[src/soc_settings.svh]
`ifndef SOC_SETTINGS_SVH
`define SOC_SETTINGS_SVH

// Bus widths
`define SOC_ADDR_W   16
`define SOC_DATA_W   32
`define SOC_SEL_W    4

// Data memory of 512 words
`define DMEM_AW      9

// Peripheral sizes
`define IRQ_SOURCES  16
`define GPIO_W       8

// Address map
`define DMEM_BASE    16'h0000
`define PIC_BASE     16'h1000
`define GPIO_BASE    16'h1100

// Value that triggers the soft reset pulse
`define SOFT_RST_KEY 8'hA5

`endif
[src/soc_pkg.sv]
`include "soc_settings.svh"

package soc_pkg;

    // Wishbone request from the master side
    typedef struct packed {
        logic [`SOC_ADDR_W-1:0] adr;
        logic                   we;
        logic [`SOC_SEL_W-1:0]  sel;
        logic [`SOC_DATA_W-1:0] dat;
        logic                   cyc;
        logic                   stb;
    } wb_req_t;

    // Wishbone response back to the master
    typedef struct packed {
        logic [`SOC_DATA_W-1:0] dat;
        logic                   ack;
        logic                   err;
    } wb_rsp_t;

    // Single byte access to an 8-bit register block
    typedef struct packed {
        logic [7:0] offset;
        logic       we;
        logic [7:0] dat;
        logic       stb;
    } reg8_req_t;

    // Bus word seen whole or as byte lanes
    typedef union packed {
        logic [`SOC_DATA_W-1:0]     word;
        logic [`SOC_SEL_W-1:0][7:0] bytes;
    } bus_word_u;

endpackage

[src/byte_lane_sizer.sv]
`include "soc_settings.svh"

module byte_lane_sizer (
    input  soc_pkg::wb_req_t   req_i,
    output soc_pkg::wb_rsp_t   rsp_o,
    input  logic               gpio_sel_i,
    output soc_pkg::reg8_req_t pic_req_o,
    output soc_pkg::reg8_req_t gpio_req_o,
    input  logic [7:0]         pic_dat_i,
    input  logic [7:0]         gpio_dat_i,
    input  logic               pic_ack_i,
    input  logic               gpio_ack_i,
    output logic               bad_sel_o
);
    import soc_pkg::*;

    bus_word_u  wr_word;
    bus_word_u  rd_word;
    reg8_req_t  req8;
    logic [1:0] lane;
    logic       bad_sel;
    logic [7:0] rd_byte;
    logic       slv_ack;

    // Exactly one byte lane must be selected
    always_comb begin
        bad_sel = 1'b0;
        case (req_i.sel)
            4'b0001: lane = 2'd0;
            4'b0010: lane = 2'd1;
            4'b0100: lane = 2'd2;
            4'b1000: lane = 2'd3;
            default: begin
                lane    = 2'd0;
                bad_sel = 1'b1;
            end
        endcase
    end

    assign wr_word.word = req_i.dat;

    // Bad select still runs a harmless read so err keeps the slave timing
    always_comb begin
        req8.offset = req_i.adr[7:0] + {6'd0, lane};
        req8.we     = req_i.we & ~bad_sel;
        req8.dat    = wr_word.bytes[lane];
        req8.stb    = req_i.cyc & req_i.stb;

        pic_req_o      = req8;
        pic_req_o.stb  = req8.stb & ~gpio_sel_i;
        gpio_req_o     = req8;
        gpio_req_o.stb = req8.stb & gpio_sel_i;
    end

    assign rd_byte = gpio_sel_i ? gpio_dat_i : pic_dat_i;
    assign slv_ack = gpio_sel_i ? gpio_ack_i : pic_ack_i;

    // ----------------------------------------
    // Read byte back onto its own lane
    // ----------------------------------------
    always_comb begin
        rd_word.word        = '0;
        rd_word.bytes[lane] = rd_byte;

        rsp_o.dat = rd_word.word;
        rsp_o.ack = slv_ack & ~bad_sel;
        rsp_o.err = slv_ack & bad_sel;
    end

    assign bad_sel_o = rsp_o.err;

endmodule

[config.mk]
export PLATFORM = sky130hd
export DESIGN_NAME = byte_lane_sizer
export DESIGN_NICKNAME = d
export VERILOG_FILES = /design/src/soc_pkg.sv /design/src/byte_lane_sizer.sv
export VERILOG_INCLUDE_DIRS = /design/src
export SDC_FILE = /design/constraint.sdc
export NUM_CORES = 1
export LEC_CHECK = 0
export BUFFER_PORTS_ARGS = -buffer_cell sky130_fd_sc_hd__buf_4
export CAP_MARGIN = 10
export CELL_PAD_IN_SITES_DETAIL_PLACEMENT = 1
export CELL_PAD_IN_SITES_GLOBAL_PLACEMENT = 1
export CORE_MARGIN = 2
export CORE_UTILIZATION = 15
export DETAILED_ROUTE_END_ITERATION = 10
export PLACE_DENSITY_LB_ADDON = 0.1
export SETUP_SLACK_MARGIN = 0.15
export SLEW_MARGIN = 20
export SYNTH_ARGS = -nofsm -noshare
export SYNTH_HDL_FRONTEND = slang
export SYNTH_SLANG_ARGS = --single-unit
[constraint.sdc]
create_clock -name vclk -period 1.95
set_input_delay 0.2925 -clock vclk [all_inputs]
set_output_delay 0.2925 -clock vclk [all_outputs]
set_load 0.005 [all_outputs]
## Word level (Yosys, flattened, before mapping)

Index checks and enable logic that the tools add are counted.

- $lt $le $gt $ge: 2
- Reductions and logical operators: 2
- Multiplexer cells: 8
- $add $sub $neg: 1
- Equal/unequal tests: 4
- Bitwise operators: 8

Operator list:

| cell | number |
|---|---|
| $and A32 B32 Y32 | 1 |
| $mux W8 | 3 |
| $bmux W8 S2 | 1 |
| $demux W8 S2 | 1 |
| $add A8 B2 Y8 | 1 |
| $and A1 B1 Y1 | 6 |
| $pmux W2 S3 | 1 |
| $eq A4 B1 Y1 const B | 1 |
| $eq A4 B2 Y1 const B | 1 |
| $eq A4 B3 Y1 const B | 1 |
| $eq A4 B4 Y1 const B | 1 |
| $reduce_or A4 Y1 | 1 |
| $lt A2 B3 Y1 const B | 1 |
| $ge A2 B1 Y1 const B | 1 |
| $mux W1 | 2 |
| $logic_and A1 B1 Y1 | 1 |
| $not A1 Y1 | 1 |

- Flip-flop bits (word level): 0
- Output and inout port bits: 71

## Longest topological paths before layout

- Depth in word-level cells: 7
- Gate-level depth with buffers: 9

## Worst setup path after synthesis

Ideal clock, no wire load.

- Path kind: input to output
- Start point: input req_i[37] (netlist name)
- End point: output pic_req_o[16] (netlist name)
- Cell stages on the path: 9
- Data arrival time: 1866 ps
- Path slack: -209 ps
- Cell sequence: buf_6 xnor2_1 nor3_1 ha_1 inv_1 fa_1 nor3_1 xor2_1 buf_4

RTL lines:

| item | RTL line | RTL |
|---|---|---|
| start, declared | byte_lane_sizer.sv:4 | `input soc_pkg::wb_req_t req_i,` |
| end, declared | byte_lane_sizer.sv:7 | `output soc_pkg::reg8_req_t pic_req_o,` |

==> flow_summary.ini <==
[outcome]
status = finished with violations
violations = setup timing

[final_layout]
drive_above_1_share = 0.761
stdcell_count = 355
fillCellCount = 727
diodes = 0
final_area_sq_um = 2370
nets = 359
seq_cell_count = 0
nClkBuffers = 0
syn_to_final_growth_pct = 167
regArea_sq_um = 0

[synth]
synth-simple-area-share = 0.327
synthAdderAreaFrac = 0.0507
synth_nets = 221
synth_common_cells = 45 x nor2_1, 18 x buf_4, 12 x inv_1, 9 x mux2i_1
syn_inst = 144
synth_area_leaders = nor2_1 19%, buf_4 15%, mux2i_1 10%
yosysWarnings = 0
yosysUniqueCellTypes = 27
synthMuxAreaShare = 0.101
synth_top_family_by_area = simple AND/OR/NAND/NOR gates
netlist.area_leader.share = 0.190
syn_area_per_cell_sq_um = 6.17
seq_area_frac_synth = 0
mappedNetlistArea_sq_um = 888
yosysMostFrequentCell = nor2_1
synth-compound-area-share = 0.179
yosys.area.top_type = nor2_1
synth-xor-area-share = 0.0887

[placed_design]
dpl_cell_area_sq_um = 2010
port_buffers = 137
dp_cells = 344
dp_hpwl_microns = 3710
place_ws_ns = -0.245
gp_congestion = 0.690

[die]
die_y_microns = 81.0
start_util = 0.153
io_pins = 145
rows = 28
core-area_sq_um = 5820
die_area_sq_um = 6550
dieWidth_microns = 81.0

[sta]
rsz0062_at_grt = true
max_freq_ghz = 0.474
maxSlewHeadroom = 0.647
period_needed_ns = 2.11
finalHoldViolCount = 0
final_max_slew_viol_count = 0
post-route-period-util = 1.08
finalSetupViolCount = 44
setup_ws_ns = -0.160
worst_slew_pin_slew_ns = 0.514

[drt]
drtIter0Drc = 17
route.detailed.drc = 0
postRouteWirelength_microns = 4750
final_antenna_net_count = 0
drtPass1Iterations = 4
routed-via-count = 1506
post_drt_wl_per_cell_microns = 13.4
vias_per_cell = 4.24

[pwr]
finalPower_mw = 0.540
power.share.clock = 0
power_density_nw_per_um2 = 228
power_frac_comb = 1.000
peakVddDrop_mv = 0.0916
p_switching_mw = 0.213
seq_power_share = 0
leakage_nw = 1.24
intPower_mw = 0.327
swShare = 0.394

[setup_path]
startpoint = req_i[37]
crit_fanout = 3
worstPathArrival_ns = 1.82
cp.required_ns = 1.66
worst_setup_path_end_kind = output pin
path_class = input port to output pin
startpoint_type = input port

[global_routing]
grt_max_degree = 12
globalRouteTotalUtil = 0.129
grt_pass1_wl_microns = 6910
first_global_vias = 1540
grt.overflow.total = 0
antenna_found_initial = 0

[worst_hold_path]
worstHoldStart = req_i[46]
hp-class = input port to output pin

[flow_run]
max_cap_viol_count = 0

[clock_tree]
cts_hold_buf = 0
-- per-stage QoR --
step                 util  setup TNS, ns  hold WS (ns)
finish              0.408          -3.18         0.879
floorplan               -         -0.505         0.648
CTS                 0.392          -3.47         0.883
global route        0.408          -6.65         0.892
global placement    0.345          -5.45         0.881
detailed placement  0.345          -5.63         0.879
-- layout by cell type (no fill, tap or decap), types with 4 or more instances in the layout --
cell / Yosys / final
buf_4: 18 / 143
nor2_1: 45 / 29
nor2_2: 1 / 14
buf_6: 2 / 14
inv_1: 12 / 10
mux2i_1: 9 / 9
o22ai_1: 8 / 8
a221oi_2: 0 / 7
nand2_1: 4 / 4
-- critical path, cell delays in order --
cell	delay (ns)
buf_8	0.11
xnor2_2	0.12
nor3_2	0.12
ha_2	0.23
inv_2	0.04
fa_2	0.36
buf_4	0.15
buf_6	0.12
xnor2_4	0.14
buf_4	0.13
-- power by group through the flow --
stage	registers (mW)	logic, mW	clock network [mW]
6_report	0	0.540	0
5_1_grt	0	0.586	0
4_1_cts	0	0.525	0
3_5_place_dp	0	0.462	0
3_3_place_gp	0	0.460	0
2_1_floorplan	0	0.208	0
-- cell families (layout without fill, tap and decap cells) --
| kind of cell | count (synthesis) | in the layout |
|---|---|---|
| xor gates and xnor gates | 9 | 9 |
| buffers and inverters | 38 | 174 |
| and+or+nand+nor | 65 | 65 |
| muxes | 9 | 9 |
| AOI/OAI and AO/OA | 20 | 20 |
| adders and majority gates | 3 | 3 |
-- final timing paths --
check	to	slack [ns]	cells past startpoint
setup / recovery	pic_req_o[12]	-0.16	10
hold / removal	pic_req_o[17]	0.88	3
-- layout make-up --
class	instances	area, sq um	share of cell area
Inverter	12	45.0	0.0190
Multi-Input combinational cell	106	927	0.391
Tap cell	75	93.8	0.0396
Timing Repair Buffer	162	1310	0.551
-- timing repair --
action	4_1_cts	5_1_grt
pin swaps	12	6
resized for setup	50	14
buffers inserted	9	2
endpoints found under the setup margin	56	57
-- routing by layer --
| layer | global-route usage | share of wire | routed length [microns] |
|---|---|---|---|
| met3 | 0.0178 | 0.088 | 420 |
| met1 | 0.152 | 0.37 | 1760 |
| met5 | 0 | 0 | 0 |
| met2 | 0.256 | 0.54 | 2570 |
| met4 | 0.00678 | 0 | 0 |
No activity file was read; power rests on OpenSTA's default activity.
