**src/soc_settings.svh**
```systemverilog
`ifndef SOC_SETTINGS_SVH
`define SOC_SETTINGS_SVH

// Bus widths
`define SOC_ADDR_W   16
`define SOC_DATA_W   32
`define SOC_SEL_W    4

// Data memory of 512 words
`define DMEM_AW      9

// Peripheral sizes
`define IRQ_SOURCES  16
`define GPIO_W       8

// Address map
`define DMEM_BASE    16'h0000
`define PIC_BASE     16'h1000
`define GPIO_BASE    16'h1100

// Value that triggers the soft reset pulse
`define SOFT_RST_KEY 8'hA5

`endif
```
**src/soc_pkg.sv**
```systemverilog
`include "soc_settings.svh"

package soc_pkg;

    // Wishbone request from the master side
    typedef struct packed {
        logic [`SOC_ADDR_W-1:0] adr;
        logic                   we;
        logic [`SOC_SEL_W-1:0]  sel;
        logic [`SOC_DATA_W-1:0] dat;
        logic                   cyc;
        logic                   stb;
    } wb_req_t;

    // Wishbone response back to the master
    typedef struct packed {
        logic [`SOC_DATA_W-1:0] dat;
        logic                   ack;
        logic                   err;
    } wb_rsp_t;

    // Single byte access to an 8-bit register block
    typedef struct packed {
        logic [7:0] offset;
        logic       we;
        logic [7:0] dat;
        logic       stb;
    } reg8_req_t;

    // Bus word seen whole or as byte lanes
    typedef union packed {
        logic [`SOC_DATA_W-1:0]     word;
        logic [`SOC_SEL_W-1:0][7:0] bytes;
    } bus_word_u;

endpackage

```
**src/gpio_regs.sv**
```systemverilog
`include "soc_settings.svh"

module gpio_regs (
    input  logic               wb_clk_i,
    input  logic               arst_n_i,
    input  soc_pkg::reg8_req_t req_i,
    output logic [7:0]         dat_o,
    output logic               ack_o,
    input  logic [`GPIO_W-1:0] gpio_i,
    output logic [`GPIO_W-1:0] gpio_o,
    output logic [`GPIO_W-1:0] gpio_oe_o,
    output logic [7:0]         ibase_o,
    output logic               soft_rst_o
);
    import soc_pkg::*;

    logic [`GPIO_W-1:0] gpio_meta;
    logic [`GPIO_W-1:0] gpio_sync;
    logic               wr_en;
    logic               key_wr_q;

    assign wr_en = req_i.stb & req_i.we & ~ack_o;

    // ----------------------------------------
    // Control registers
    // ----------------------------------------
    always_ff @(posedge wb_clk_i or negedge arst_n_i) begin
        if (!arst_n_i) begin
            ack_o      <= 1'b0;
            gpio_o     <= '0;
            gpio_oe_o  <= '0;
            ibase_o    <= '0;
            key_wr_q   <= 1'b0;
            soft_rst_o <= 1'b0;
        end else begin
            ack_o <= req_i.stb & ~ack_o;
            if (wr_en) begin
                case (req_i.offset)
                    8'd0:    gpio_o    <= req_i.dat[`GPIO_W-1:0];
                    8'd1:    gpio_oe_o <= req_i.dat[`GPIO_W-1:0];
                    8'd3:    ibase_o   <= req_i.dat;
                    default: ;
                endcase
            end
            // Pulse goes out the cycle after the key write is acked
            key_wr_q   <= wr_en && req_i.offset == 8'd4 && req_i.dat == `SOFT_RST_KEY;
            soft_rst_o <= key_wr_q;
        end
    end

    // Two flop synchronizer on the pins
    always_ff @(posedge wb_clk_i or negedge arst_n_i) begin
        if (!arst_n_i) begin
            gpio_meta <= '0;
            gpio_sync <= '0;
        end else begin
            gpio_meta <= gpio_i;
            gpio_sync <= gpio_meta;
        end
    end

    always_comb begin
        case (req_i.offset)
            8'd0:    dat_o = gpio_o;
            8'd1:    dat_o = gpio_oe_o;
            8'd2:    dat_o = gpio_sync;
            8'd3:    dat_o = ibase_o;
            default: dat_o = 8'h00;
        endcase
    end

    // The ack interlock keeps each key write to a single pulse
    soft_rst_single: assert property (
        @(posedge wb_clk_i) disable iff (!arst_n_i)
        soft_rst_o |=> !soft_rst_o
    ) else $error("gpio_regs: soft reset pulse longer than one cycle");

endmodule

```
**config.mk**
```make
export PLATFORM = sky130hd
export DESIGN_NAME = gpio_regs
export DESIGN_NICKNAME = d
export VERILOG_FILES = /design/src/soc_pkg.sv /design/src/gpio_regs.sv
export VERILOG_INCLUDE_DIRS = /design/src
export SDC_FILE = /design/constraint.sdc
export NUM_CORES = 1
export LEC_CHECK = 0
export BUFFER_PORTS_ARGS = -buffer_cell sky130_fd_sc_hd__buf_2
export CORE_UTILIZATION = 40
export DETAILED_ROUTE_END_ITERATION = 10
export PLACE_DENSITY = 0.74
export SLEW_MARGIN = 20
export SYNTH_ARGS = -nofsm -noshare
export SYNTH_HDL_FRONTEND = slang
export SYNTH_SLANG_ARGS = --single-unit
```
**constraint.sdc**
```tcl
create_clock -name wb_clk_i -period 4.8 [get_ports wb_clk_i]
set_clock_uncertainty 0.15 [all_clocks]
set_input_delay 0.48 -clock wb_clk_i [delete_from_list [all_inputs] [get_ports wb_clk_i]]
set_output_delay 0.48 -clock wb_clk_i [all_outputs]
set_load 0.05 [all_outputs]
```
After elaboration in Yosys (flattened, before gate mapping)
Cells that the tools add are included.
Cells by class
  eq/ne operators: 5
  multiplexer cells: 1
  bitwise operators: 4
  reductions and logical operators: 6
Operators with widths (count)
  $pmux 8 s4: 1
  $eq 8x2->1 const B: 2
  $eq 8x1->1 const B: 1
  $eq 8x3->1 const B: 1
  $eq 8x8->1 const B: 1
  $logic_not 8->1: 1
  $reduce_and 2->1: 3
  $and 1x1->1: 3
  $logic_and 1x1->1: 2
  $not 1->1: 1
Word-level totals
  bits in registers: 43
  bits of input ports: 28
  word-level logic and storage cells: 24

Longest topological paths before layout
  word-level depth: 4
  depth in mapped cells: 5
  mapped depth without buffers: 3

Worst setup path after synthesis
OpenSTA, ideal clock, no wires.
  kind: input to output
  start point: input req_i[11] (netlist bit)
  end point: output dat_o[6]
  arrival: 1.869 ns
  data required time: 4.170 ns
  setup slack: 2.301 ns
  stages: 5
  cell sequence: buf_2 buf_1 mux2i_1 o22ai_1 and2_1
On the way
  word-level cells in the longest chain between the ends: 2
  elaborated cells on any way between the ends: 5
Ends and longest elaborated chain
  from (decl): line gpio_regs.sv:6  | input soc_pkg::reg8_req_t req_i,
  $eq 8x2->1 (tied with other cells): line gpio_regs.sv:63  | case (req_i.offset)
  $pmux 8 s4 *: line gpio_regs.sv:63
  to (decl): line gpio_regs.sv:7  | output logic [7:0] dat_o,
Mark *: on every way between the ends. The rest lies on a longest branch, timed or not.

Worst setup path in the final report
  start point: input req_i[14] (netlist bit)
  end point: output dat_o[7]
The elaborated chain is that of the path after synthesis.

==> results.cfg <==
[outcome]
status = finished, final reports clean

[logic_synthesis]
synth_area_mm2 = 0.00180
synth_cells = 122
synth_seq_area_share_pct = 59.7
ys_ff_latch = 43
ys_types = 19
synth_area_per_cell_um2 = 14.8
synth.net_count = 150
ys_warn_count = 0

[die]
rows = 24
die_w_um = 69.1
die_h_um = 69.1
start_util_pct = 41.4
die_area_mm2 = 0.00478
io-pin-count = 62
coreArea_mm2 = 0.00435

[routing]
postRouteAntennaNets = 0
wl_per_cell_um = 15.9
dr.pass1.iters = 4
dr.first_iter.drc_count = 94
vias = 1207
remaining_drc_errors = 0
via_per_inst = 5.09
wl_um = 3780

[worst_setup_path]
cp_max_fo = 8
worstSetupPathType = in2out
startpoint_type = primary input
crit_path_end_kind = output port
required_ps = 4170
arrival_ps = 2210

[finish]
drive_gt1_share_pct = 51.9
n_antenna_cell = 0
area_delta_synth_final_pct = 24.2
nNetsFinal = 213
num-fill-cells = 391

[timing]
min_period_over_period_pct = 59.1
finalSetupViolCount = 0
min_period_ps = 2840
holdWs_ps = 143
fin_setup_tns_ps = 0
slew_violations = 0
hold_violations = 0
worst_slew_pin_slew_ps = 935
rsz0062_at_grt = false
fmax_mhz = 353
slew_headroom_pct = 37.7

[cts]
postCtsSetupBuffers = 0
htree_levels = 2
clockRootBuffer = clkbuf_8
cts_resized = 0
cts_made_buffers = 5
clkTransAtPathRegs_ps = 80
holdBufCountCts = 0
clock_path_buffers = 2
cts_tree = done
cts.sinks = 43
clock_latency_ps = 290

[global_route]
grt_pass1_vias = 1224
grt_pass1_wl_um = 6310
track_usage_pct = 17.2
grt_overflow = 0
grt_max_degree = 44
antenna_found_initial = 0

[power]
powerDensity_mw_per_mm2 = 301
power.leakage_nw = 1.20
irDropWorstVdd_mv = 0.121

[place]
gp_congestion = 0.808
hpwl_um = 2610
numPortBuffers = 61

[job]
drv_cap = 0

[min_path]
hold_class = in2reg
==> path summary, 6_finish.rpt <==
check | slack (ps) | end | cells past startpoint | start
max reg2reg | 2670 | gpio_oe_o[6] | 3 | ack_o
max | 1960 | dat_o[7] | 5 | req_i[14]
max in group asynchronous | 3740 | gpio_meta[6] | 1 | arst_n_i
min reg2reg | 200 | gpio_sync[2] | 0 | gpio_meta[2]
min | 140 | gpio_meta[4] | 1 | gpio_i[4]
min in group asynchronous | 180 | gpio_o[2] | 1 | arst_n_i
==> cells by family (layout without fill, tap and decap cells) <==
family / after synthesis / count (layout) / share of synthesized area [%]
muxes: 40 / 40 / 23.9
buffers and inverters: 6 / 69 / 1.46
and+or+nand+nor: 25 / 25 / 12.2
DFF: 43 / 43 / 59.7
AOI/OAI and AO/OA: 8 / 8 / 2.78
==> flip-flops by register name (all words and copies together), names as in the netlist <==
signal / flops
ack_o: 1
gpio_meta: 8
gpio_o: 8
gpio_oe_o: 8
gpio_sync: 8
ibase_o: 8
key_wr_q: 1
soft_rst_o: 1
==> Yosys cell counts, drive strengths merged <==
cell	count	area, um2
nand4b	2	17.5
dfrtp	43	1080
mux2i	16	160
buf	3	13.8
or4	2	15.0
or2	1	6.26
mux2	24	270
or4bb	1	11.3
o22ai	8	50.1
inv	1	3.75
nand2b	3	18.8
nor4bb	2	20.0
and2	8	50.1
clkbuf	2	8.75
nor4	3	63.8
nor2	2	7.51
or4b	1	10.0
==> critical path, stage by stage <==
cell and delay (ps):
buf_2 90, or4_1 690, nor2_1 480, and2_1 210
buf_2 260
==> area by class of cell <==
type / count / area (um2) / share of cell area, %
Clock buffer: 6 / 82.6 / 3.69
Clock inverter: 1 / 5.00 / 0.224
Inverter: 1 / 3.75 / 0.168
Multi-Input combinational cell: 73 / 701 / 31.3
Sequential cell: 43 / 1080 / 48.1
Tap cell: 52 / 65.1 / 2.91
Timing Repair Buffer: 61 / 305 / 13.6
==> cells in the final DEF, fill, tap and decap left out <==
master    count
or4_1         2
nand2b_1      3
buf_2        61
or2_2         1
inv_1         1
clkinv_2      1
mux2_2       24
mux2i_1      16
or4b_1        1
nor4bb_1      2
o22ai_1       8
dfrtp_1      43
or4bb_1       1
nor2_1        2
and2_1        8
clkbuf_8      6
nand4b_1      2
nor4_4        3
==> power by group <==
part | switching [W] | internal, W
clock network | 0.000115 | 0.000113
registers | 0.00000493 | 0.000373
logic | 0.0000460 | 0.0000227
total | 0.000166 | 0.000509
==> per-stage QoR <==
step	std cells	total power [W]	area, um2	setup WS, ps	util [%]
2_1_floorplan	122	0.000423	1800	2300	-
3_3_place_gp	230	0.000454	2150	1940	49.4
3_5_place_dp	230	0.000455	2150	1920	49.4
4_1_cts	237	0.000683	2240	1920	51.4
5_1_grt	237	0.000704	2240	1840	51.4
6_report	237	0.000675	2240	1960	51.4
==> layer usage <==
metal / track usage (%) / part of all wire [%] / wire length, um / up-vias
met5: 0 / 0 / 0 / -
met4: 8.16 / 1.8 / 68 / 0
met3: 3.95 / 4.7 / 178 / 6
met2: 25.9 / 46 / 1730 / 43
met1: 23.5 / 48 / 1800 / 587
li1: - / - / - / 571
Power figures use the tool's default switching activity.
