$ cat src/soc_settings.svh
`ifndef SOC_SETTINGS_SVH
`define SOC_SETTINGS_SVH

// Bus widths
`define SOC_ADDR_W   16
`define SOC_DATA_W   32
`define SOC_SEL_W    4

// Data memory of 512 words
`define DMEM_AW      9

// Peripheral sizes
`define IRQ_SOURCES  16
`define GPIO_W       8

// Address map
`define DMEM_BASE    16'h0000
`define PIC_BASE     16'h1000
`define GPIO_BASE    16'h1100

// Value that triggers the soft reset pulse
`define SOFT_RST_KEY 8'hA5

`endif
$ cat src/soc_pkg.sv
`include "soc_settings.svh"

package soc_pkg;

    // Wishbone request from the master side
    typedef struct packed {
        logic [`SOC_ADDR_W-1:0] adr;
        logic                   we;
        logic [`SOC_SEL_W-1:0]  sel;
        logic [`SOC_DATA_W-1:0] dat;
        logic                   cyc;
        logic                   stb;
    } wb_req_t;

    // Wishbone response back to the master
    typedef struct packed {
        logic [`SOC_DATA_W-1:0] dat;
        logic                   ack;
        logic                   err;
    } wb_rsp_t;

    // Single byte access to an 8-bit register block
    typedef struct packed {
        logic [7:0] offset;
        logic       we;
        logic [7:0] dat;
        logic       stb;
    } reg8_req_t;

    // Bus word seen whole or as byte lanes
    typedef union packed {
        logic [`SOC_DATA_W-1:0]     word;
        logic [`SOC_SEL_W-1:0][7:0] bytes;
    } bus_word_u;

endpackage

$ cat src/bus_decoder.sv
`include "soc_settings.svh"

module bus_decoder (
    input  logic             wb_clk_i,
    input  logic             arst_n_i,
    input  soc_pkg::wb_req_t req_i,
    output soc_pkg::wb_rsp_t rsp_o,
    output soc_pkg::wb_req_t mem_req_o,
    input  soc_pkg::wb_rsp_t mem_rsp_i,
    output soc_pkg::wb_req_t reg_req_o,
    input  soc_pkg::wb_rsp_t reg_rsp_i,
    output logic             gpio_sel_o
);
    import soc_pkg::*;

    localparam logic [`SOC_ADDR_W-1:0] DMEM_BASE_A = `DMEM_BASE;
    localparam logic [`SOC_ADDR_W-1:0] PIC_BASE_A  = `PIC_BASE;
    localparam logic [`SOC_ADDR_W-1:0] GPIO_BASE_A = `GPIO_BASE;
    localparam int MEM_LSB = `DMEM_AW + 2;
    localparam int WIN_LSB = 8;

    logic req_act;
    logic mem_hit;
    logic pic_hit;
    logic gpio_hit;
    logic reg_hit;
    logic err_q;

    assign req_act  = req_i.cyc & req_i.stb;
    assign mem_hit  = req_i.adr[`SOC_ADDR_W-1:MEM_LSB] == DMEM_BASE_A[`SOC_ADDR_W-1:MEM_LSB];
    assign pic_hit  = req_i.adr[`SOC_ADDR_W-1:WIN_LSB] == PIC_BASE_A[`SOC_ADDR_W-1:WIN_LSB];
    assign gpio_hit = req_i.adr[`SOC_ADDR_W-1:WIN_LSB] == GPIO_BASE_A[`SOC_ADDR_W-1:WIN_LSB];
    assign reg_hit  = pic_hit | gpio_hit;

    assign gpio_sel_o = gpio_hit;

    // Forward the request with the strobe gated per region
    always_comb begin
        mem_req_o     = req_i;
        mem_req_o.stb = req_act & mem_hit;
        reg_req_o     = req_i;
        reg_req_o.stb = req_act & reg_hit;
    end

    // Unmapped addresses are answered here
    always_ff @(posedge wb_clk_i or negedge arst_n_i) begin
        if (!arst_n_i) begin
            err_q <= 1'b0;
        end else begin
            err_q <= req_act & ~mem_hit & ~reg_hit & ~err_q;
        end
    end

    always_comb begin
        if (mem_hit) begin
            rsp_o = mem_rsp_i;
        end else if (reg_hit) begin
            rsp_o = reg_rsp_i;
        end else begin
            rsp_o     = '0;
            rsp_o.err = err_q;
        end
    end

    mem_reg_exclusive: assert property (
        @(posedge wb_clk_i) disable iff (!arst_n_i)
        !(mem_req_o.stb && reg_req_o.stb)
    ) else $error("bus_decoder: memory and register strobes both active");

endmodule

$ cat config.mk
export PLATFORM = sky130hd
export DESIGN_NAME = bus_decoder
export DESIGN_NICKNAME = d
export VERILOG_FILES = /design/src/soc_pkg.sv /design/src/bus_decoder.sv
export VERILOG_INCLUDE_DIRS = /design/src
export SDC_FILE = /design/constraint.sdc
export NUM_CORES = 1
export LEC_CHECK = 0
export ABC_AREA = 1
export BUFFER_PORTS_ARGS = -buffer_cell sky130_fd_sc_hd__buf_2
export CAP_MARGIN = 30
export CORE_AREA = 2 2 104 106
export CTS_CLUSTER_DIAMETER = 60
export CTS_CLUSTER_SIZE = 28
export DETAILED_ROUTE_END_ITERATION = 10
export DIE_AREA = 0 0 106 108
export SYNTH_ARGS = -nofsm -noshare
export SYNTH_HDL_FRONTEND = slang
export SYNTH_SLANG_ARGS = --single-unit
$ cat constraint.sdc
create_clock -name wb_clk_i -period 2.8 [get_ports wb_clk_i]
set_input_delay 0.56 -clock wb_clk_i [delete_from_list [all_inputs] [get_ports wb_clk_i]]
set_output_delay 0.56 -clock wb_clk_i [all_outputs]
set_load 0.1 [all_outputs]
# ---- Word-level counts from Yosys, hierarchy flattened
# Cells that the tools add are included.
dict set report totals {
  register_bits 1
}
dict set report op_classes {
  n_eq_ne 2
  n_mux 2
  bitwise 10
  reduce_logical 1
}
# operator count
set op_table {}
lappend op_table {{2-to-1 mux 34 bit} 2}
lappend op_table {{== test 8 x 5 -> 1 bit (second input constant)} 2}
lappend op_table {{bitwise AND 1 bit} 6}
lappend op_table {{logical NOT 5 bit} 1}
lappend op_table {{inverter 1 bit} 3}
lappend op_table {{OR 1 bit} 1}

# ---- Longest topological paths before layout
dict set report depth {
  word_depth 5
  ltp_mapped 8
  ltp_nobuf 7
}

# ---- Worst setup path after synthesis
# OpenSTA, ideal clock, no wires.
dict set report synth_path {
  path_type {input-to-output}
  from {input req_i[49] in the netlist's numbering}
  to {output gpio_sel_o}
  t_arrival_ns 2.177
  path_slack_ns 0.063
  cell_stages 5
  n_path_buf 0
  cell_sequence {inv_1 > nand2_1 > nor2_4 > nand2_1 > nor2_1}
}
dict set report synth_via {
  elab_chain_cells 1
}
# element line_no
set synth_lines {}
lappend synth_lines {{start: declaration} bus_decoder.sv:6} ;# input soc_pkg::wb_req_t req_i,
lappend synth_lines {{== test 8 x 5 -> 1 bit} bus_decoder.sv:32} ;# assign gpio_hit = req_i.adr[`SOC_ADDR_W-1:WIN_LSB] == GPIO_BASE_A[`SOC_ADDR_W-1:WIN_LSB];
lappend synth_lines {{end: declaration} bus_decoder.sv:12} ;# output logic gpio_sel_o
# No other way between the ends.

==> impl_metrics.env <==
export IMPL_status="finished clean"
export IMPL_post_cts_buffers=0
export IMPL_setup_violations=0
export IMPL_grt_pass1_vias=1408
export IMPL_dp_hpwl_mm=4.427
export IMPL_rr_endpoint="err_q$_DFF_PN0_"
export IMPL_power_leakage_nw=1.085
export IMPL_post_cts_resized=0
export IMPL_io_buffers=134
export IMPL_relSlewSlack=0.6717
export IMPL_diodes=0
export IMPL_synth_edf_count=0
export IMPL_p_sw_mw=0.2118
export IMPL_wl_per_cell_um=12.73
export IMPL_grt_overflow_total=0
export IMPL_drv_slew=0
export IMPL_worst_hold_path_type="primary input to async pin"
export IMPL_cp_start_kind="primary input"
export IMPL_top_regs="err_q x1"
export IMPL_gp_congestion=0.6826
export IMPL_yosysMostFrequentCell="buf_4"
export IMPL_switching_share=0.6823
export IMPL_synth_top_cell_area_share=0.5577
export IMPL_ir_drop_mv=0.09859
export IMPL_synth_top_family_by_area="buffers and inverters"
export IMPL_hold_viol=0
export IMPL_grt_antenna_before_repair=0
export IMPL_r2r_cells=3
export IMPL_synthCells=244
export IMPL_largest_reg_flops=1
export IMPL_yosys_register_bits=1
export IMPL_finalClockSkew_ps=0
export IMPL_first_pass_iters=2
export IMPL_worstPathRequired_ps=2240
export IMPL_synthTopCellsByArea="buf_4 56%, nand2_1 19%, nand3_1 12%"
export IMPL_grt_pass1_wl_mm=7.534
export IMPL_vias=1421
export IMPL_pwr_share_seq=0.051
export IMPL_drt_iter0_drc=34
export IMPL_p_int_mw=0.09863
export IMPL_synth_top_area_cell="buf_4"
export IMPL_cp_end_kind="output port"
export IMPL_synth_compound_area_frac=0
export IMPL_std_cell_rows=37
export IMPL_clk_latency_ps=0
export IMPL_synthFlopType="dfrtp_1"
export IMPL_placed_cells=400
export IMPL_fin_util=0.1938
export IMPL_max_freq_mhz=404.1
export IMPL_fp_dieH_um=108
export IMPL_initial_core_util=0.1421
export IMPL_fin_area_um2=1983
export IMPL_syn_to_final_growth_pct=36.40
export IMPL_yosys_warnings=0
export IMPL_drive_gt1_frac=0.5455
export IMPL_clockPowerShare=0
export IMPL_ant_nets=0
export IMPL_wl_mm=5.090
export IMPL_critPathKind="primary input to output port"
export IMPL_pre_cts_slack_ps=288.2
export IMPL_finalCritPeriodShare=0.8837
export IMPL_clk_pin_slew_worst_paths_ps=0
export IMPL_synth_nets=369
export IMPL_regMostFlops="err_q"
export IMPL_vias_per_cell=3.553
export IMPL_p_per_area_nw_per_um2=156.5
export IMPL_maxCapViolCount=0
export IMPL_rrSetupSlack_ps=2090
export IMPL_ys_seq_area_frac=0.01721
export IMPL_grt_max_degree=36
export IMPL_finalNonFillerCells=400
export IMPL_synthArstFlopShare=1.000
export IMPL_core_area_um2=10230
export IMPL_reg2reg_from="err_q$_DFF_PN0_"
export IMPL_dpl_cell_area_um2=1983
export IMPL_grt_use_total=0.08141
export IMPL_avgSynthCellArea_um2=5.959
export IMPL_setup_ws_ps=325.7
export IMPL_fin_crit_ps=2474
export IMPL_drc_errors=0
export IMPL_rsz0062_at_grt="no"
export IMPL_synthMuxAreaShare=0
export IMPL_syn_cell_area_um2=1454
export IMPL_die_area_um2=11450
export IMPL_yosys_area_share_adder=0
export IMPL_worstPathArrival_ps=1910
export IMPL_fillers=1185
export IMPL_nNetsFinal=391
export IMPL_comb_power_share=0.949
export IMPL_yosys_top_cells_count="108 x buf_4, 73 x nand2_1, 35 x nand3_1, 6 x buf_2, 6 x inv_1"
export IMPL_synth_xor_area_frac=0
export IMPL_ys_types=15
export IMPL_synth_simple_area_share=0.3563
export IMPL_path_max_fanout=35
export IMPL_die_w_um=106
export IMPL_ios=270
export IMPL_worst_pin_slew_ps=495.9
export IMPL_cts_hold_buffers=0
export IMPL_finalSetupTns_ps=0
==> critical path, cell delays in order <==
cell and delay, ps:
buf_2 120, inv_2 50, nand2_2 70, nor2_8 240, nand2_4 100, inv_4 300
nand2_1 150, nand2_1 130, buf_12 180
==> kinds of logic after synthesis <==
group | Yosys count
buffers and inverters | 126
DFF | 1
and+or+nand+nor | 117
==> worst max-delay path by stage <==
stage,startpoint,endpoint,slack [ps],depth (start not counted)
floorplan,req_i[49],gpio_sel_o,60,5
global placement,req_i[53],rsp_o[16],310,9
detailed placement,req_i[52],rsp_o[16],290,9
CTS,req_i[53],rsp_o[16],290,9
global route,req_i[52],rsp_o[13],180,9
finish,req_i[52],rsp_o[16],330,9
==> placed cells by master, fill, tap and decap left out, drive strengths merged <==
cell,Yosys,layout
inv,9,9
nand3,35,35
nand2,75,75
buf,117,137
nor2,6,6
nor3,1,1
dfrtp,1,1
==> power groups by stage <==
stage               Clock (mW)  Combinational [mW]  Sequential [mW]
floorplan                    0               0.810           0.0157
global route                 0               0.308           0.0158
finish                       0               0.295           0.0158
CTS                          0               0.297           0.0159
detailed placement           0               0.296           0.0159
global placement             0               0.297           0.0157
==> area by class of cell <==
cell class                      count  area, um^2  share of cell area
Inverter                            9       36.28             0.01830
Sequential cell                     1       25.02             0.01262
Multi-Input combinational cell    117       518.0              0.2612
Tap cell                          136       170.2             0.08580
Timing Repair Buffer              137        1234              0.6221
==> per-stage QoR <==
stage          hold slack [ps]  total power [mW]
2_1_floorplan            264.4            0.8257
3_3_place_gp             335.3            0.3129
3_5_place_dp             342.5            0.3123
4_1_cts                  342.5            0.3130
5_1_grt                  343.9            0.3240
6_report                 339.5            0.3104
==> routing by layer <==
layer  up-vias  part of all wire  track usage
met5         -                 0            0
met4         0             0.062      0.04793
met3        38              0.11      0.02351
met2       124              0.48       0.1406
met1       575              0.35      0.08920
li1        684                 -            -
Note: power is estimated with default switching activity, not from simulation.
