===== src/soc_settings.svh =====
`ifndef SOC_SETTINGS_SVH
`define SOC_SETTINGS_SVH

// Bus widths
`define SOC_ADDR_W   16
`define SOC_DATA_W   32
`define SOC_SEL_W    4

// Data memory of 512 words
`define DMEM_AW      9

// Peripheral sizes
`define IRQ_SOURCES  16
`define GPIO_W       8

// Address map
`define DMEM_BASE    16'h0000
`define PIC_BASE     16'h1000
`define GPIO_BASE    16'h1100

// Value that triggers the soft reset pulse
`define SOFT_RST_KEY 8'hA5

`endif

===== src/soc_pkg.sv =====
`include "soc_settings.svh"

package soc_pkg;

    // Wishbone request from the master side
    typedef struct packed {
        logic [`SOC_ADDR_W-1:0] adr;
        logic                   we;
        logic [`SOC_SEL_W-1:0]  sel;
        logic [`SOC_DATA_W-1:0] dat;
        logic                   cyc;
        logic                   stb;
    } wb_req_t;

    // Wishbone response back to the master
    typedef struct packed {
        logic [`SOC_DATA_W-1:0] dat;
        logic                   ack;
        logic                   err;
    } wb_rsp_t;

    // Single byte access to an 8-bit register block
    typedef struct packed {
        logic [7:0] offset;
        logic       we;
        logic [7:0] dat;
        logic       stb;
    } reg8_req_t;

    // Bus word seen whole or as byte lanes
    typedef union packed {
        logic [`SOC_DATA_W-1:0]     word;
        logic [`SOC_SEL_W-1:0][7:0] bytes;
    } bus_word_u;

endpackage


===== src/irq_controller.sv =====
`include "soc_settings.svh"

module irq_controller (
    input  logic                    wb_clk_i,
    input  logic                    arst_n_i,
    input  soc_pkg::reg8_req_t      req_i,
    output logic [7:0]              dat_o,
    output logic                    ack_o,
    input  logic [`IRQ_SOURCES-1:0] src_i,
    output logic [1:0]              irq_o
);
    import soc_pkg::*;

    logic [`IRQ_SOURCES-1:0] pending_q;
    logic [`IRQ_SOURCES-1:0] enable_q;
    logic [`IRQ_SOURCES-1:0] clr;
    logic                    wr_en;

    assign wr_en = req_i.stb & req_i.we & ~ack_o;

    // Write 1 to clear on the pending bytes
    always_comb begin
        clr = '0;
        if (wr_en) begin
            case (req_i.offset)
                8'd0:    clr[7:0]  = req_i.dat;
                8'd1:    clr[15:8] = req_i.dat;
                default: clr       = '0;
            endcase
        end
    end

    always_ff @(posedge wb_clk_i or negedge arst_n_i) begin
        if (!arst_n_i) begin
            pending_q <= '0;
            enable_q  <= '0;
            ack_o     <= 1'b0;
        end else begin
            ack_o <= req_i.stb & ~ack_o;
            // A live source wins over a clear
            pending_q <= (pending_q & ~clr) | src_i;
            if (wr_en && req_i.offset == 8'd2) begin
                enable_q[7:0] <= req_i.dat;
            end
            if (wr_en && req_i.offset == 8'd3) begin
                enable_q[15:8] <= req_i.dat;
            end
        end
    end

    always_comb begin
        case (req_i.offset)
            8'd0:    dat_o = pending_q[7:0];
            8'd1:    dat_o = pending_q[15:8];
            8'd2:    dat_o = enable_q[7:0];
            8'd3:    dat_o = enable_q[15:8];
            default: dat_o = 8'h00;
        endcase
    end

    // One output per byte group
    assign irq_o[0] = |(pending_q[7:0] & enable_q[7:0]);
    assign irq_o[1] = |(pending_q[15:8] & enable_q[15:8]);

endmodule


===== config.mk =====
export PLATFORM = sky130hd
export DESIGN_NAME = irq_controller
export DESIGN_NICKNAME = d
export VERILOG_FILES = /design/src/soc_pkg.sv /design/src/irq_controller.sv
export VERILOG_INCLUDE_DIRS = /design/src
export SDC_FILE = /design/constraint.sdc
export NUM_CORES = 1
export LEC_CHECK = 0
export CAP_MARGIN = 10
export CORE_MARGIN = 2
export CORE_UTILIZATION = 40
export CTS_BUF_LIST = sky130_fd_sc_hd__clkbuf_4 sky130_fd_sc_hd__clkbuf_8
export DETAILED_ROUTE_END_ITERATION = 10
export DONT_BUFFER_PORTS = 1
export MAX_ROUTING_LAYER = met4
export SLEW_MARGIN = 20
export SYNTH_ARGS = -nofsm -noshare
export SYNTH_HDL_FRONTEND = slang
export SYNTH_SLANG_ARGS = --single-unit

===== constraint.sdc =====
create_clock -name wb_clk_i -period 1.95 [get_ports wb_clk_i]
set_clock_uncertainty 0.15 [all_clocks]
set_input_delay 0.0975 -clock wb_clk_i [delete_from_list [all_inputs] [get_ports wb_clk_i]]
set_output_delay 0.0975 -clock wb_clk_i [all_outputs]
set_load 0.01 [all_outputs]

Word-level counts from Yosys, hierarchy flattened
Index checks and enable logic that the tools add are counted.
- bits in registers: 33
- input port bits: 36
- output and inout port bits: 11
- logic and storage cells: 25
- equal/unequal tests: 3
- muxes and demuxes: 4
- bitwise operators: 9
- reductions and logical operators: 5
- operator list (operator ; number):
    case mux 8 bit (4 select lines) ; 1
    bitwise AND 16 bit ; 1
    bitwise AND 8 bit ; 2
    == test 8 x 2 -> 1 bit (second input constant) ; 2
    two-way mux 16 bit ; 1
    two-way mux 8 bit ; 2
    inverter 16 bit ; 1
    OR 16 bit ; 1
    OR reduction 8 bit ; 2
    == test 8 x 1 -> 1 bit (second input constant) ; 1
    zero test 8 bit ; 1
    bitwise AND 1 bit ; 3
    logical AND 1 bit ; 2
    inverter 1 bit ; 1

Logic depth before layout (Yosys ltp)
- word-level depth: 6
- gate-level depth with buffers: 5
- depth with buffers taken out: 3

Least setup slack after synthesis
No wires, ideal clock.
- path kind: register -> register
- start point: register ack_o
- end point: register enable_q[0]
- library setup time: 125 ps
- arrival time: 1429 ps
- data required time: 1675 ps
- setup slack: 246 ps
- stages on the path, launching flop included: 4
- clock period less this slack: 1704 ps
- cells stage by stage: dfrtp_1 -> nor4bb_1 -> nand4_1 -> mux2_2
- word-level cells in the longest chain between the ends: 3
- ends and longest elaborated chain (what ; RTL line ; text):
    from (decl) ; irq_controller.sv:8 ; output logic ack_o,
    from (signal assigned) ; irq_controller.sv:39 ; ack_o <= req_i.stb & ~ack_o;
    inverter 1 bit ; irq_controller.sv:19 ; assign wr_en = req_i.stb & req_i.we & ~ack_o;
    bitwise AND 1 bit ; irq_controller.sv:19 ;
    logical AND 1 bit ; irq_controller.sv:42 ; if (wr_en && req_i.offset == 8'd2) begin
    to (signal assigned) ; irq_controller.sv:43 ; enable_q[7:0] <= req_i.dat;
    to (decl) ; irq_controller.sv:15 ; logic [`IRQ_SOURCES-1:0] enable_q;
No other way between the ends.
A chain may end at the register's enable or synchronous reset.

Final worst setup path
- start point: register ack_o
- end point: register pending_q[11]
- word-level cells in the longest chain between the ends: 6
- ends and longest elaborated chain (what ; RTL line ; text):
    inverter 1 bit ; irq_controller.sv:19 ;
    bitwise AND 1 bit ; irq_controller.sv:19 ;
    two-way mux 16 bit ; irq_controller.sv:24 ; if (wr_en) begin
    inverter 16 bit ; irq_controller.sv:41 ; pending_q <= (pending_q & ~clr) | src_i;
    bitwise AND 16 bit ; irq_controller.sv:41 ;
    OR 16 bit ; irq_controller.sv:41 ;
    to (signal assigned) ; irq_controller.sv:41 ;
    to (decl) ; irq_controller.sv:14 ; logic [`IRQ_SOURCES-1:0] pending_q;
No other way between the ends.

==> impl_metrics.ini <==
[power]
internal_power_mw = 1.21
leakagePower_nw = 0.908
comb_power_share_pct = 9.9
power_mw = 1.54
power.share.clock_pct = 44.6
seqPwrFrac_pct = 45.6
switching_share_pct = 21.3
p_sw_mw = 0.326
power_density_nw_per_um2 = 688
ir_worst_vdd_v = 0.000329

[sta]
finalSetupViolCount = 0
timing.final.max_slew_violations = 0
fin_crit_ps = 1800
maxClockFrequency_ghz = 0.555
max_slew_margin_pct = 58.8
final_hold_viol_count = 0
rsz0062_at_grt = false
worst_slew_pin_slew_ps = 613
setup_tns_ps = 0
period_share_pct = 92.4

[place]
portBuffers = 0
dp_hpwl_um = 3100
gp_congestion = 0.812

[cts]
post_cts_buffers = 0
clk_pin_slew_ps = 70
root_buffer = clkbuf_8
htreeDepth = 2
cts_made_buffers = 5
tritoncts = built
cts.sinks = 33
clockBufferDepth = 2
worstSkewPairLatency_ps = 280

[floorplan]
initial_core_util_pct = 42.3
rows = 23
design.die.area_um2 = 4870
die_y_um = 69.8
io_pins = 47
core_area_um2 = 4090
die_x_um = 69.8

[logic_synthesis]
synthCells = 136
synth_ff_type = dfrtp_1
synth-edff-count = 0
synth.net_count = 172
ys_ff_latch = 33
seq_area_frac_synth_pct = 47.7
ys_async_sr_fraction_pct = 100
syn_avg_cell_area_um2 = 12.7
yosys_warnings = 0
syn_area_um2 = 1730
yosysUniqueCellTypes = 22

[flow_run]
maxCapViolCount = 0

[final_layout]
fin_nets = 207
drive_above_1_share_pct = 24.4
final_util_pct = 54.6
diodes = 0
fillers = 378
syn2layout_area_growth_pct = 29.0

[setup_path]
cp_data_arrival_time_ps = 1820
critPathRequiredTime_ps = 1970
start_kind = register
worstPathMaxFanout = 6
crit_path_start = ack_o$_DFF_PN0_
path_class = reg2reg
end_kind = register
rr_startpoint = ack_o$_DFF_PN0_

[global_routing]
grt_pass1_vias = 1489
grt_max_degree = 34
grt_pass1_wl_um = 7690
antenna_found_initial = 0
grtUsageTotal_pct = 21.2
overflow = 0

[route]
drc = 0
routed_via_density = 6.14
initialDrtViolationCount = 80
drtPass1Iterations = 4
antenna_left = 0
wl_um = 4550
avgRoutedWirePerCell_um = 20.5
vias = 1364

[status]
outcome = finished, final reports clean

[worst_hold_path]
hp-start = req_i[9]
hold_class = in2reg
## synthesized netlist by cell type (2+ instances only)
cell type	instances	area (um2)
and3_1	8	50.1
buf_2	2	10.0
clkbuf_1	6	22.5
o41ai_1	14	123
nor2b_1	2	12.5
a22oi_1	8	60.1
a21o_1	2	15.0
nand4_1	6	37.5
dfrtp_1	33	826
mux2_2	16	180
mux4_2	8	180
nand2b_1	21	131
## power groups by stage
stage / clock [mW] / combinational, mW / sequential [mW]
2_1_floorplan: 0 / 0.0750 / 0.711
3_3_place_gp: 0 / 0.0821 / 0.712
3_5_place_dp: 0 / 0.0825 / 0.713
4_1_cts: 0.692 / 0.153 / 0.700
5_1_grt: 0.733 / 0.167 / 0.701
6_report: 0.684 / 0.151 / 0.700
## layout by cell type (no fill, tap or decap), types with 2 or more instances in the layout
cell / instances
mux2_2: 16
dfrtp_1: 33
o41ai_1: 14
nor2b_1: 2
and3_1: 8
nand2b_1: 21
nand4_1: 6
dlygate4sd3_1: 29
a22oi_1: 8
mux4_2: 8
clkbuf_8: 6
a21o_1: 2
buf_4: 8
## cell type report
cell class	count	area, um2	area share, %
Clock inverter	1	30.0	1.35
Multi-Input combinational cell	93	853	38.2
Clock buffer	7	90.1	4.04
Tap cell	50	62.6	2.80
Timing Repair Buffer	38	370	16.6
Sequential cell	33	826	37.0
## critical path, stage by stage, from the launching register on
cell           delay (ps)
dfrtp_1               420
and4b_1               290
nand4_1               100
a21o_1                180
dlygate4sd3_1         540
## worst paths after layout
check | cells after the start | slack (ps) | end
worst min-delay path | 3 | 7 | pending_q[3]$_DFF_PN0_
worst min register to register | 1 | 360 | ack_o$_DFF_PN0_
min in group asynchronous | 2 | 90 | pending_q[7]$_DFF_PN0_
worst max register to register | 4 | 150 | pending_q[11]$_DFF_PN0_
max in group asynchronous | 2 | 1360 | pending_q[13]$_DFF_PN0_
worst max-delay path | 4 | 150 | pending_q[11]$_DFF_PN0_
## cells by family after synthesis
family                 count (synthesis)  synth area share [%]
AO/OA/AOI/OAI                         24                  11.4
buffers and inverters                 10                  2.96
flip-flops                            33                  47.7
multiplexers                          24                  20.8
AND/OR/NAND/NOR                       45                  17.1
## metrics by stage
| stage | setup slack (ps) | cell area [um2] | cells | hold slack, ps |
|---|---|---|---|---|
| 6_report | 149 | 2230 | 222 | 7.26 |
| 5_1_grt | 43.2 | 2230 | 222 | 28.5 |
| 4_1_cts | 143 | 2230 | 222 | 2.98 |
| 3_5_place_dp | 153 | 1800 | 184 | -347 |
| 3_3_place_gp | 208 | 1800 | 184 | -347 |
| 2_1_floorplan | 246 | 1730 | 136 | -348 |
## layer usage
metal | track usage, % | vias up | share of wire [%]
met5 | - | - | 0
met4 | 7.69 | 0 | 1.7
met3 | 6.69 | 7 | 8.2
met2 | 32.5 | 67 | 49
met1 | 26.3 | 684 | 41
li1 | - | 606 | -
## state kept, by name (all words and copies together), names as in the netlist
| name | cells |
|---|---|
| pending_q | 16 |
| enable_q | 16 |
| ack_o | 1 |
## what timing repair did
action | CTS | global route
hold buffers | 30 | 0
hold endpoints to repair | 66 | 0
gates resized for setup | 0 | 0
Power figures use the tool's default switching activity.
